<file path="src/dma_pkg.sv">
// Shared constants for the TX DMA framer
// Stream count, bus widths, gate depth and the register select

package dma_pkg;

    // --------------------
    // Stream and bus sizes
    // --------------------
    localparam int NUM_STREAMS  = 4;
    localparam int STREAM_IDX_W = 2;    // Index into NUM_STREAMS
    localparam int DATA_W       = 64;   // DMA word
    localparam int FRAME_SIZE_W = 16;   // Frame sizes and packet lengths
    localparam int REG_DATA_W   = 32;

    // --------------------
    // Packet gate
    // --------------------
    localparam int GATE_DEPTH_LOG2 = 5;  // 32 words
    localparam int MAX_FRAME_WORDS = 32; // Never more than the gate holds

    // Per-stream register select
    typedef enum logic [1:0] {
        REG_CTRL       = 2'd0,  // Write only, bit 0 enable, bit 1 clear
        REG_FRAME_SIZE = 2'd1,
        REG_PKT_COUNT  = 2'd2,  // Read only
        REG_STATUS     = 2'd3   // Read only, bit 0 enable, bit 1 error
    } reg_sel_e;

endpackage

</file>
<file path="src/dma_stream_framer.sv">
// Lossy sample gate and frame dechunker for one DMA stream
// Cuts fixed-size frames back into packets and drops bad frames

`timescale 1ns/1ps

module dma_stream_framer (
    input  logic                             bus_clk,
    input  logic                             i_reset,
    input  logic                             i_enable,
    input  logic                             i_clear,
    input  logic [dma_pkg::FRAME_SIZE_W-1:0] i_frame_size,
    input  logic [dma_pkg::DATA_W-1:0]       i_tdata,
    input  logic                             i_tvalid,
    output logic                             o_tready,
    output logic [dma_pkg::DATA_W-1:0]       o_tdata,
    output logic                             o_tlast,
    output logic                             o_tvalid,
    input  logic                             i_tready,
    output logic                             o_error
);
    import dma_pkg::*;

    logic [FRAME_SIZE_W-1:0] word_cnt;    // Position within the frame
    logic [FRAME_SIZE_W-1:0] word_next;
    logic [FRAME_SIZE_W-1:0] pkt_len;     // Latched from the header
    logic                    drop_frame;  // Current frame is bad
    logic                    is_hdr;
    logic [FRAME_SIZE_W-1:0] hdr_len;
    logic                    hdr_bad;
    logic [FRAME_SIZE_W-1:0] cur_len;
    logic                    cur_bad;
    logic                    fwd;         // Word belongs to the packet
    logic                    beat;

    // --------------------
    // Word classification
    // --------------------
    assign is_hdr    = (word_cnt == '0);
    assign hdr_len   = i_tdata[FRAME_SIZE_W-1:0];
    assign hdr_bad   = (hdr_len == '0) || (hdr_len > i_frame_size);
    assign cur_len   = is_hdr ? hdr_len : pkt_len;
    assign cur_bad   = is_hdr ? hdr_bad : drop_frame;
    assign fwd       = !cur_bad && (word_cnt < cur_len);
    assign word_next = word_cnt + 1'b1;

    // Pass-through, padding and disabled input are swallowed
    assign o_tdata  = i_tdata;
    assign o_tlast  = (word_cnt == cur_len - 1'b1);
    assign o_tvalid = i_enable && i_tvalid && fwd;
    assign o_tready = !i_enable || !fwd || i_tready;
    assign beat     = i_enable && i_tvalid && o_tready;

    // --------------------
    // Frame state
    // --------------------
    always_ff @(posedge bus_clk) begin
        if (i_reset || i_clear) begin
            word_cnt   <= '0;
            pkt_len    <= '0;
            drop_frame <= 1'b0;
            o_error    <= 1'b0;
        end else if (!i_enable) begin
            word_cnt <= '0;   // Restart on a frame boundary when enabled
        end else if (beat) begin
            if (word_next >= i_frame_size)
                word_cnt <= '0;
            else
                word_cnt <= word_next;
            if (is_hdr) begin
                pkt_len    <= hdr_len;
                drop_frame <= hdr_bad;
                if (hdr_bad)
                    o_error <= 1'b1;   // Sticky until clear
            end
        end
    end

endmodule

</file>
<file path="config.mk">
export PLATFORM = sky130hd
export DESIGN_NAME = dma_stream_framer
export DESIGN_NICKNAME = d
export VERILOG_FILES = /design/src/dma_pkg.sv /design/src/dma_stream_framer.sv
export SDC_FILE = /design/constraint.sdc
export NUM_CORES = 1
export LEC_CHECK = 0
export BUFFER_PORTS_ARGS = -buffer_cell sky130_fd_sc_hd__buf_4
export CORE_ASPECT_RATIO = 1.75
export CORE_MARGIN = 2
export CORE_UTILIZATION = 47
export DETAILED_ROUTE_END_ITERATION = 7
export HOLD_SLACK_MARGIN = 0.05
export PLACE_DENSITY = 0.84
export SLEW_MARGIN = 20
export SYNTH_ARGS = -nofsm -noshare
export SYNTH_HDL_FRONTEND = slang
export SYNTH_SLANG_ARGS = --single-unit
export TNS_END_PERCENT = 30
</file>
<file path="constraint.sdc">
create_clock -name bus_clk -period 3.9 [get_ports bus_clk]
set_clock_uncertainty 0.2 [all_clocks]
set_input_delay 0.39 -clock bus_clk [delete_from_list [all_inputs] [get_ports bus_clk]]
set_output_delay 0.39 -clock bus_clk [all_outputs]
set_load 0.005 [all_outputs]
</file>
# [After elaboration in Yosys (flattened, before gate mapping)]
# Index checks and enable logic that the tools add are counted.
[totals] ff_bits=34 inputBits=86 output_inout_bits=68 wordCells=30
[op_classes] add_sub_neg=2 magnitude_cmp=3 eq_ne=1 muxes=3 bitwise=1 reduce_logical=16
[ops] operator="$logic_not 16->1" n=2
[ops] operator="$mux 16" n=2
[ops] operator="$add 16x1->16 const B" n=1
[ops] operator="$eq 16x16->1" n=1
[ops] operator="$ge 16x16->1" n=1
[ops] operator="$gt 16x16->1" n=1
[ops] operator="$lt 16x16->1" n=1
[ops] operator="$sub 16x1->16 const B" n=1
[ops] operator="$logic_and 1x1->1" n=4
[ops] operator="$logic_or 1x1->1" n=4
[ops] operator="$reduce_and 4->1" n=1
[ops] operator="$logic_not 1->1" n=3
[ops] operator="$reduce_and 2->1" n=1
[ops] operator="$reduce_or 2->1" n=1
[ops] operator="$mux 1" n=1
[ops] operator="$not 1->1" n=1

# [Longest topological paths before layout]
# Gate-level depths: netlist of the first run.
[logic_depth] word_depth=10 mapped_depth=19 ltp_nobuf=16

# [Least setup slack after synthesis of the first run]
# Ideal clock, no wire load.
[synth_path] kind="flip-flop to flip-flop" start="register word_cnt[0]" end="register word_cnt[7]" setup_time_ns=0.074 arrival_time_ns=3.667 required_ns=3.626 setup_slack_ns=-0.041 path_stages_with_launch=19 n_path_buf=4 period_less_slack_ns=3.941 cell_sequence="dfxtp_1 > inv_1 > ha_1 > nor4b_2 > and4_1 > buf_6 > buf_4 > buf_2 > mux2i_1 > ha_1 > nand4_1 > nor2_1 > nand2_1 > or3_1 > o21bai_1 > o311ai_2 > buf_4 > or4_1 > a31oi_1"
[synth_between] elab_chain_cells=8 elab_cells_between_ends=13 classes_between="add/sub: 1; order compare: 2; mux: 3; reduce/logical: 7"
[synth_rtl] item="start: declaration" line_no="dma_stream_framer.sv:23" source="logic [FRAME_SIZE_W-1:0] word_cnt;"
[synth_rtl] item="start signal: assignment" line_no="dma_stream_framer.sv:68" source="word_cnt <= word_next;"
[synth_rtl] item="parallel branches: the longest is 8 deep, another holds $add 16x1->16"
# Several ways; the timed one is not identified.
# A chain may end at the register's enable or synchronous reset.

# [Final worst setup path of the first run]
[layout_path] start="register word_cnt[0]" end="register word_cnt[11]"
# The elaborated chain is that of the path after synthesis.

==> flow_metrics.tcl, run 1 <==
set metrics [dict create \
    combPwrFrac 0.305 \
    synthesis.area_mm2 0.00431 \
    p_sw_frac 0.324 \
    vias 4655 \
    whs_path_depth 2 \
    r2r-start "word_cnt[0]" \
    overflow 0 \
    p_int_w 0.000738 \
    seqCellArea_um2 682 \
    max_slew_margin 0.490 \
    ant_nets 0 \
    clkTransAtPathRegs_ps 60 \
    dpl_worst_slack_ps -30.0 \
    cp.required_ps 3880 \
    final_nets 719 \
    dieWidth_um 76.4 \
    grt_setup_unrepaired "true" \
    cts_buffers 5 \
    cp_slowest_stage_delay_ps 560 \
    ys_seq_area_frac 0.158 \
    insertedDiodeCount 0 \
    root_buffer "clkbuf_16" \
    htree_levels 2 \
    drc 0 \
    layout-drive-gt1-share 0.386 \
    worst_slack_ps -247 \
    multi_input_area_mm2 0.00333 \
    yosysWarnings 0 \
    maxCapViolCount 0 \
    grt_pass1_wl_um 22500 \
    synth-main-ff-cell "dfxtp_1" \
    cts_buffer_depth 2 \
    cts_tree "yes" \
    yosysTopAreaCell "dfxtp_1" \
    port-buffer-count 57 \
    hold_viol 0 \
    wl_per_cell_um 23.2 \
    synth_top_cell_area_share 0.158 \
    finalCritPeriodShare 1.06 \
    gp_congestion 0.974 \
    min_from "i_enable" \
    cp_top_family "compound AO/OA/AOI/OAI gates" \
    crit_fanout 7 \
    synth-async-reset-ratio 0 \
    ioPinCount 154 \
    num_rows 46 \
    holdCritPathClass "in2reg" \
    worst_pin_slew_ps 760 \
    hpwlAfterDp_um 10600 \
    crit_path_start_kind "flip-flop" \
    synth.most_common_cell "buf_4" \
    nFillCells 725 \
    arrival_ps 4130 \
    die_y_um 131 \
    period_needed_ps 4150 \
    worst-setup-path-type "reg2reg" \
    dieArea_mm2 0.00997 \
    antenna_found_initial 0 \
    synth_commonest_cells "67 x buf_4, 50 x ha_1, 45 x nor2_1, 34 x dfxtp_1, 33 x a21oi_1" \
    clkLatencyLatePin_ps 290 \
    ys_ff_latch 34 \
    setup-tns-final_ps -2670 \
    fmax_mhz 241 \
    seq_power_share 0.332 \
    leakage_nw 2.37 \
    grt_max_degree 26 \
    status "complete, but fails checks" \
    cp_cell_sequence "inv_2 > ha_4 > nor4b_4 > and4_4 > buf_12 > buf_12 > mux2i_4 > ha_4 > a21o_1 > a211oi_2 > o21a_1 > o221ai_2 > o21bai_4 > o311ai_4 > clkbuf_16 > nand2_4 > a31oi_1" \
    start_util 0.480 \
    syn-num-nets 678 \
    core-area_mm2 0.00898 \
    synth.distinct_cells 56 \
    critPathSlowestCell "o311ai_4" \
    slew_violations 0 \
    placed_cell_area_mm2 0.00460 \
    end_kind "flip-flop" \
    cts-hold-fix-buffers 0 \
    dr.pass1.iters 6 \
    grt_use_total 0.288 \
    synth.area.top_cells "dfxtp_1 16%, ha_1 15%, buf_4 12%" \
    switchingPower_w 0.000353 \
    irDropWorstVdd_v 0.000208 \
    cp.depth 17 \
    r2r_cells 17 \
    cts_num_sinks 34 \
    via_per_inst 6.62 \
    crit_start "word_cnt[0]" \
    area_delta_synth_final_pct 27.0 \
    cp.buffers_inverters 4 \
    design_area_mm2 0.00547 \
    synth_edf_count 0 \
    violations "setup timing" \
    finalWirelength_um 16300 \
    avgSynthCellArea_um2 7.95 \
    power.density_mw_per_mm2 199 \
    power.share.clock 0.363 \
    drt_iter0_markers 389 \
    first_global_vias 4508 \
    syn-instance-count 542 \
    finalSetupViolations 19 \
]
-- power groups by stage --
stage	clock network, W	logic (W)	registers, W
final	0.000396	0.000333	0.000362
after global placement	0	0.000253	0.000367
after global routing	0.000405	0.000355	0.000363
after detailed placement	0	0.000263	0.000367
after floorplan	0	0.000200	0.000366
after CTS	0.000390	0.000277	0.000360
-- worst paths after layout --
| check | endpoint | slack (ps) |
|---|---|---|
| max | word_cnt[11] | -250 |
| min | word_cnt[14] | 250 |
| max reg2reg | word_cnt[11] | -250 |
| min reg2reg | o_error | 260 |
-- worst reg2reg max path, cell delays in order, from the launching register on --
cell and delay, ps:
dfxtp_2 330, inv_2 90, ha_4 140, nor4b_4 230, and4_4 330, buf_12 150, buf_12 110, mux2i_4 260
ha_4 240, a21o_1 180, a211oi_2 200, o21a_1 170, o221ai_2 90, o21bai_4 210, o311ai_4 560, clkbuf_16 270
nand2_4 50, a31oi_1 230
-- layer usage --
| layer | routed length, um | vias up | global-route usage |
|---|---|---|---|
| li1 | - | 1987 | - |
| met1 | 5310 | 2149 | 0.267 |
| met2 | 7880 | 344 | 0.531 |
| met3 | 1240 | 175 | 0.0357 |
| met4 | 1910 | 0 | 0.299 |
| met5 | 0 | - | 0 |
-- cell type report --
| class | count | area share |
|---|---|---|
| Sequential cell | 34 | 0.125 |
| Clock inverter | 2 | 0.00183 |
| Clock buffer | 5 | 0.0229 |
| Timing Repair Buffer | 129 | 0.197 |
| Multi-Input combinational cell | 388 | 0.609 |
| Inverter | 25 | 0.0172 |
| Tap cell | 120 | 0.0275 |
-- state kept, by name (all words and copies together) (netlist names) --
name / flops
drop_frame: 1
word_cnt: 16
o_error: 1
pkt_len: 16
-- stage by stage --
step / hold WS [ps] / util / power, W / std cells
after floorplan: 242 / - / 0.000565 / 542
after global placement: 248 / 0.512 / 0.000620 / 671
after detailed placement: 248 / 0.512 / 0.000630 / 671
after CTS: 220 / 0.555 / 0.00103 / 691
after global routing: 265 / 0.609 / 0.00112 / 703
final: 248 / 0.609 / 0.00109 / 703
-- what timing repair did --
item,4_1_cts,5_1_grt
endpoints found under the setup margin,26,35
buffers inserted,11,11
cloned,2,3
resized for setup,23,74
pin swaps,6,35
-- cell usage in the layout (no fill, tap or decap), types with 5 or more instances in the layout --
| cell type | instances |
|---|---|
| nand4_1 | 10 |
| a211oi_1 | 6 |
| nor3_1 | 14 |
| a21o_1 | 10 |
| nand4b_1 | 9 |
| mux2i_4 | 11 |
| or4_1 | 6 |
| o21ai_0 | 17 |
| nor4_1 | 6 |
| xor2_1 | 14 |
| nor2_1 | 37 |
| clkbuf_16 | 7 |
| ha_1 | 41 |
| buf_4 | 117 |
| buf_6 | 6 |
| and3_1 | 6 |
| or3_1 | 5 |
| dfxtp_1 | 33 |
| inv_1 | 23 |
| a211oi_2 | 16 |
| xnor2_1 | 15 |
| nand2_1 | 24 |
| ha_4 | 8 |
| nor2_2 | 7 |
| nand3_1 | 11 |
| a21oi_1 | 30 |
| a31oi_1 | 8 |
-- cells by family (layout without fill, tap and decap cells) --
| kind of cell | Yosys count | in the layout | synth area share |
|---|---|---|---|
| adder cells (fa/ha/maj) | 50 | 50 | 0.145 |
| AO/OA/AOI/OAI | 123 | 123 | 0.204 |
| flip-flops | 34 | 34 | 0.158 |
| XOR/XNOR | 32 | 32 | 0.0651 |
| AND/OR/NAND/NOR | 165 | 165 | 0.209 |
| buffers and inverters | 120 | 161 | 0.177 |
| multiplexers | 18 | 18 | 0.0421 |
Note: power is estimated with default switching activity, not from simulation.
==> inputs of run 2 (changes only) <==
==> constraint.sdc (replaced) <==
create_clock -name bus_clk -period 3.8 [get_ports bus_clk]
set_clock_uncertainty 0.2 [all_clocks]
set_input_delay 0.38 -clock bus_clk [delete_from_list [all_inputs] [get_ports bus_clk]]
set_output_delay 0.38 -clock bus_clk [all_outputs]
set_load 0.005 [all_outputs]
==> flow_metrics.tcl, run 2 (synthesized netlist as in run 1, its figures left out) <==
set metrics [dict create \
    finalWirelength_um 15200 \
    switchingPower_w 0.000357 \
    clkTransAtPathRegs_ps 60 \
    grt_max_degree 27 \
    placed_cell_area_mm2 0.00464 \
    grt_pass1_wl_um 21500 \
    dieArea_mm2 0.00997 \
    via_per_inst 6.44 \
    period_needed_ps 3970 \
    power.share.clock 0.382 \
    first_global_vias 4315 \
    finalSetupViolations 9 \
    cp_cell_sequence "inv_2 > ha_4 > nor4b_4 > and4_4 > buf_4 > buf_16 > mux2i_4 > ha_1 > nand4_1 > nor2_1 > nand2_1 > or3_4 > o21bai_4 > nor2_2 > and3_4 > buf_6" \
    cp.required_ps 3220 \
    htree_levels 2 \
    combPwrFrac 0.290 \
    final_cell_mix "121 x buf_4, 45 x ha_1, 41 x nor2_1" \
    finalCritPeriodShare 1.04 \
    top_regs "pkt_len (16), word_cnt (16)" \
    fmax_mhz 252 \
    ioPinCount 154 \
    slew_violations 0 \
    nFillCells 752 \
    design_area_mm2 0.00541 \
    final_nets 723 \
    p_sw_frac 0.314 \
    drc 0 \
    holdCritPathClass "in2reg" \
    root_buffer "clkbuf_16" \
    port-buffer-count 57 \
    critPathSlowestCell "or3_4" \
    irDropWorstVdd_v 0.000177 \
    cts-hold-fix-buffers 0 \
    leakage_nw 2.39 \
    power.total_w 0.00113 \
    antenna_found_initial 0 \
    overflow 0 \
    cts_buffer_depth 2 \
    p_int_w 0.000778 \
    violations "setup timing" \
    cts_num_sinks 34 \
    max_slew_margin 0.518 \
    cp_slowest_stage_delay_ps 350 \
    worst_pin_slew_ps 718 \
    die_y_um 131 \
    insertedDiodeCount 0 \
    drt_iter0_markers 384 \
    final_common_cell "buf_4" \
    grt_use_total 0.278 \
    status "complete, but fails checks" \
    crit_path_start_kind "flip-flop" \
    hpwlAfterDp_um 10400 \
    power.density_mw_per_mm2 210 \
    vias 4556 \
    dp.cells 675 \
    worst_slack_ps -167 \
    stdcell_count 708 \
    r2r_cells 17 \
    cts_tree "yes" \
    dr.pass1.iters 6 \
    wl_per_cell_um 21.4 \
    clkLatencyLatePin_ps 290 \
    worst-setup-path-type "reg2out" \
    maxCapViolCount 0 \
    arrival_ps 3390 \
    area_delta_synth_final_pct 25.7 \
    cp.buffers_inverters 4 \
    crit_fanout 6 \
    hold_viol 0 \
    seq_power_share 0.327 \
    ant_nets 0 \
    gp_congestion 0.911 \
    start_util 0.480 \
    whs_path_depth 2 \
    layout-drive-gt1-share 0.362 \
    dieWidth_um 76.4 \
    cp_top_family "simple AND/OR/NAND/NOR gates" \
    cp.depth 16 \
    fin_util 0.603 \
    core-area_mm2 0.00898 \
    grt_setup_unrepaired "true" \
    end_kind "primary output" \
    num_rows 46 \
    cts_buffers 5 \
]
## run 2: changes by cell type in the layout (fill, tap and decap cells not counted), sizes merged
cell / before / now
clkbuf: 7 / 8
buf: 127 / 131
clkinv: 2 / 1
bufbuf: 0 / 1
## run 2: timing repair
action | 4_1_cts | 5_1_grt
gates cloned | 2 | 2
setup endpoints to repair | 36 | 36
setup buffers | 6 | 15
resized for setup | 35 | 47
pin swaps | 14 | 28
## run 2: path summary, 6_finish.rpt
check,startpoint,to,slack (ps)
max reg2reg,word_cnt[1],word_cnt[4],-130
max,word_cnt[1],o_tvalid,-170
min reg2reg,o_error,o_error,260
min,i_enable,word_cnt[14],240
## run 2: layout make-up
cell class,count,area [um^2],share of cell area
clock buffer,7,143,0.0264
clock inverter,1,5.00,0.000925
inverter,25,93.8,0.0173
multi-input combinational,388,3210,0.594
sequential,34,683,0.126
tap,120,150,0.0277
timing repair buffer,133,1120,0.208
## run 2: stage by stage
| stage | hold WS (ps) | worst slack (ps) | TNS [ps] |
|---|---|---|---|
| floorplan | 242 | 11.8 | 0 |
| global placement | 239 | 25.2 | 0 |
| detailed placement | 242 | -130 | -1820 |
| CTS | 227 | -48.9 | -115 |
| global route | 249 | -308 | -4910 |
| finish | 237 | -167 | -793 |
## run 2: metal layers
layer | GRT usage | routed length [um] | vias to the layer above
met5 | 0 | 0 | -
met4 | 0.247 | 1450 | 0
met3 | 0.0412 | 1110 | 137
met2 | 0.505 | 7530 | 320
met1 | 0.274 | 5100 | 2103
li1 | - | - | 1996
## run 2: power by group through the flow
stage	clock, W	sequential, W	combinational [W]
4_1_cts	0.000432	0.000370	0.000295
6_report	0.000434	0.000371	0.000330
5_1_grt	0.000444	0.000372	0.000356
3_3_place_gp	0	0.000377	0.000260
3_5_place_dp	0	0.000377	0.000270
2_1_floorplan	0	0.000375	0.000206
==> inputs of run 3 (changes only) <==
--- a/config.mk
+++ b/config.mk
@@ -5,11 +5,12 @@
 export SDC_FILE = /design/constraint.sdc
 export NUM_CORES = 1
 export LEC_CHECK = 0
+export ABC_CLOCK_PERIOD_IN_PS = 3800
 export BUFFER_PORTS_ARGS = -buffer_cell sky130_fd_sc_hd__buf_4
 export CORE_ASPECT_RATIO = 1.75
-export CORE_MARGIN = 2
 export CORE_UTILIZATION = 47
 export DETAILED_ROUTE_END_ITERATION = 7
+export GPL_TIMING_DRIVEN = 0
 export HOLD_SLACK_MARGIN = 0.05
 export PLACE_DENSITY = 0.84
 export SLEW_MARGIN = 20
==> flow_metrics.tcl, run 3 (synthesized netlist as in run 1, its figures left out) <==
set metrics [dict create \
    status "complete, but fails checks" \
    violations "setup timing" \
    worst_slack_ps -369 \
    crit_path_start_kind "flip-flop" \
    leakage_nw 2.90 \
    p_sw_frac 0.319 \
    finalCritPeriodShare 1.10 \
    vias 5071 \
    cp.required_ps 3800 \
    antenna_found_initial 0 \
    holdWs_ps 240 \
    p_int_w 0.000823 \
    cp_slowest_stage_delay_ps 490 \
    first_global_vias 5017 \
    final_nets 827 \
    clkLatencyLatePin_ps 290 \
    dpl_worst_slack_ps -962 \
    crit_fanout 10 \
    cts_num_sinks 34 \
    grt_setup_unrepaired "true" \
    end_kind "flip-flop" \
    crit_start "word_cnt[7]" \
    wl_per_cell_um 21.1 \
    grt_max_degree 11 \
    drc 0 \
    cp_cell_sequence "buf_2 > nor4_4 > and4_1 > buf_6 > buf_12 > buf_16 > mux2i_4 > ha_1 > nand3_1 > nor2_1 > nand2_1 > or3_4 > o21bai_4 > o311ai_4 > buf_6 > or4_1 > a31oi_1" \
    gp_congestion 0.919 \
    clkTransAtPathRegs_ps 60 \
    start_util 0.490 \
    cts_tree "yes" \
    dieWidth_um 74.4 \
    switchingPower_w 0.000385 \
    ant_nets 0 \
    dr.pass1.iters 7 \
    combPwrFrac 0.356 \
    area_delta_synth_final_pct 46.6 \
    critPathSlowestCell "or4_1" \
    hpwlAfterDp_um 11600 \
    overflow 0 \
    dieArea_mm2 0.00956 \
    ioPinCount 154 \
    slew_violations 0 \
    cpMostUsedCell "buf_6" \
    cts_buffers 5 \
    grt_use_total 0.343 \
    maxCapViolCount 0 \
    drt_iter0_markers 537 \
    min_from "i_enable" \
    cts_buffer_depth 2 \
    holdCritPathClass "in2reg" \
    port-buffer-count 105 \
    power.share.clock 0.337 \
    htree_levels 2 \
    via_per_inst 6.28 \
    period_needed_ps 4170 \
    worst_pin_slew_ps 824 \
    hold_viol 0 \
    grt_pass1_wl_um 24500 \
    die_y_um 129 \
    seq_power_share 0.307 \
    layout-drive-gt1-share 0.489 \
    final_cell_mix "210 x buf_4, 43 x ha_1, 29 x dfxtp_1" \
    worst-setup-path-type "reg2reg" \
    irDropWorstVdd_v 0.000154 \
    finalSetupViolations 36 \
    insertedDiodeCount 0 \
    finalWirelength_um 17100 \
    fmax_mhz 240 \
    core-area_mm2 0.00878 \
    root_buffer "clkbuf_16" \
    max_slew_margin 0.451 \
    power.density_mw_per_mm2 191 \
    final_common_cell "buf_4" \
    top_regs "pkt_len (16), word_cnt (16)" \
    r2r-start "word_cnt[7]" \
    num_rows 45 \
    arrival_ps 4170 \
]
[run 3: changes by cell type in the layout (fill, tap and decap cells not counted), sizes merged]
cell / before / now
clkbuf: 8 / 11
buf: 131 / 231
clkinv: 1 / 2
bufbuf: 1 / 0
[run 3: repair_timing]
item,CTS,global route
gates resized for setup,104,35
setup buffers,24,13
hold buffers,0,0
pin swaps,31,17
cloned,2,0
endpoints found under the setup margin,36,36
[run 3: worst max-delay path: cells and delay by family, from the launching register on]
kind / cells / cell delay (ps)
multiplexers: 1 / 200
AND/OR/NAND/NOR: 7 / 1480
AO/OA/AOI/OAI: 3 / 580
flip-flops: 1 / 390
adder cells (fa/ha/maj): 1 / 290
buffers and inverters: 5 / 940
[run 3: worst paths after layout]
path / endpoint / slack, ps / cells past startpoint
min reg2reg: o_error / 260 / 2
max: word_cnt[4] / -370 / 17
min: word_cnt[14] / 240 / 2
max reg2reg: word_cnt[4] / -370 / 17
[run 3: power groups by stage]
stage	logic (W)	clock network [W]	registers (W)
detailed placement	0.000357	0	0.000377
CTS	0.000402	0.000400	0.000370
global placement	0.000345	0	0.000377
finish	0.000430	0.000407	0.000371
floorplan	0.000206	0	0.000375
global route	0.000459	0.000413	0.000372
[run 3: metal layers]
metal | wire [um] | global-route usage | vias up
li1 | - | - | 2196
met1 | 5370 | 0.333 | 2348
met2 | 8750 | 0.598 | 420
met3 | 1500 | 0.0587 | 107
met4 | 1450 | 0.304 | 0
met5 | 0 | 0 | -
[run 3: stage by stage]
| stage | setup TNS, ps | area [um^2] | power (W) | cells | util |
|---|---|---|---|---|---|
| finish | -8500 | 6310 | 0.00121 | 808 | 0.719 |
| global route | -13120 | 6310 | 0.00124 | 808 | 0.719 |
| CTS | -2170 | 6070 | 0.00117 | 796 | 0.691 |
| detailed placement | -23490 | 5270 | 0.000733 | 764 | 0.600 |
| global placement | -20270 | 5270 | 0.000721 | 764 | 0.600 |
| floorplan | 0 | 4330 | 0.000581 | 542 | - |
[run 3: area by class of cell]
cell class	count	area, um^2
Buffer	94	788
Clock buffer	5	125
Clock inverter	2	10.0
Fill cell	673	2470
Inverter	25	98.8
Multi-Input combinational cell	388	3330
Sequential cell	34	692
Tap cell	117	146
Timing Repair Buffer	143	1130
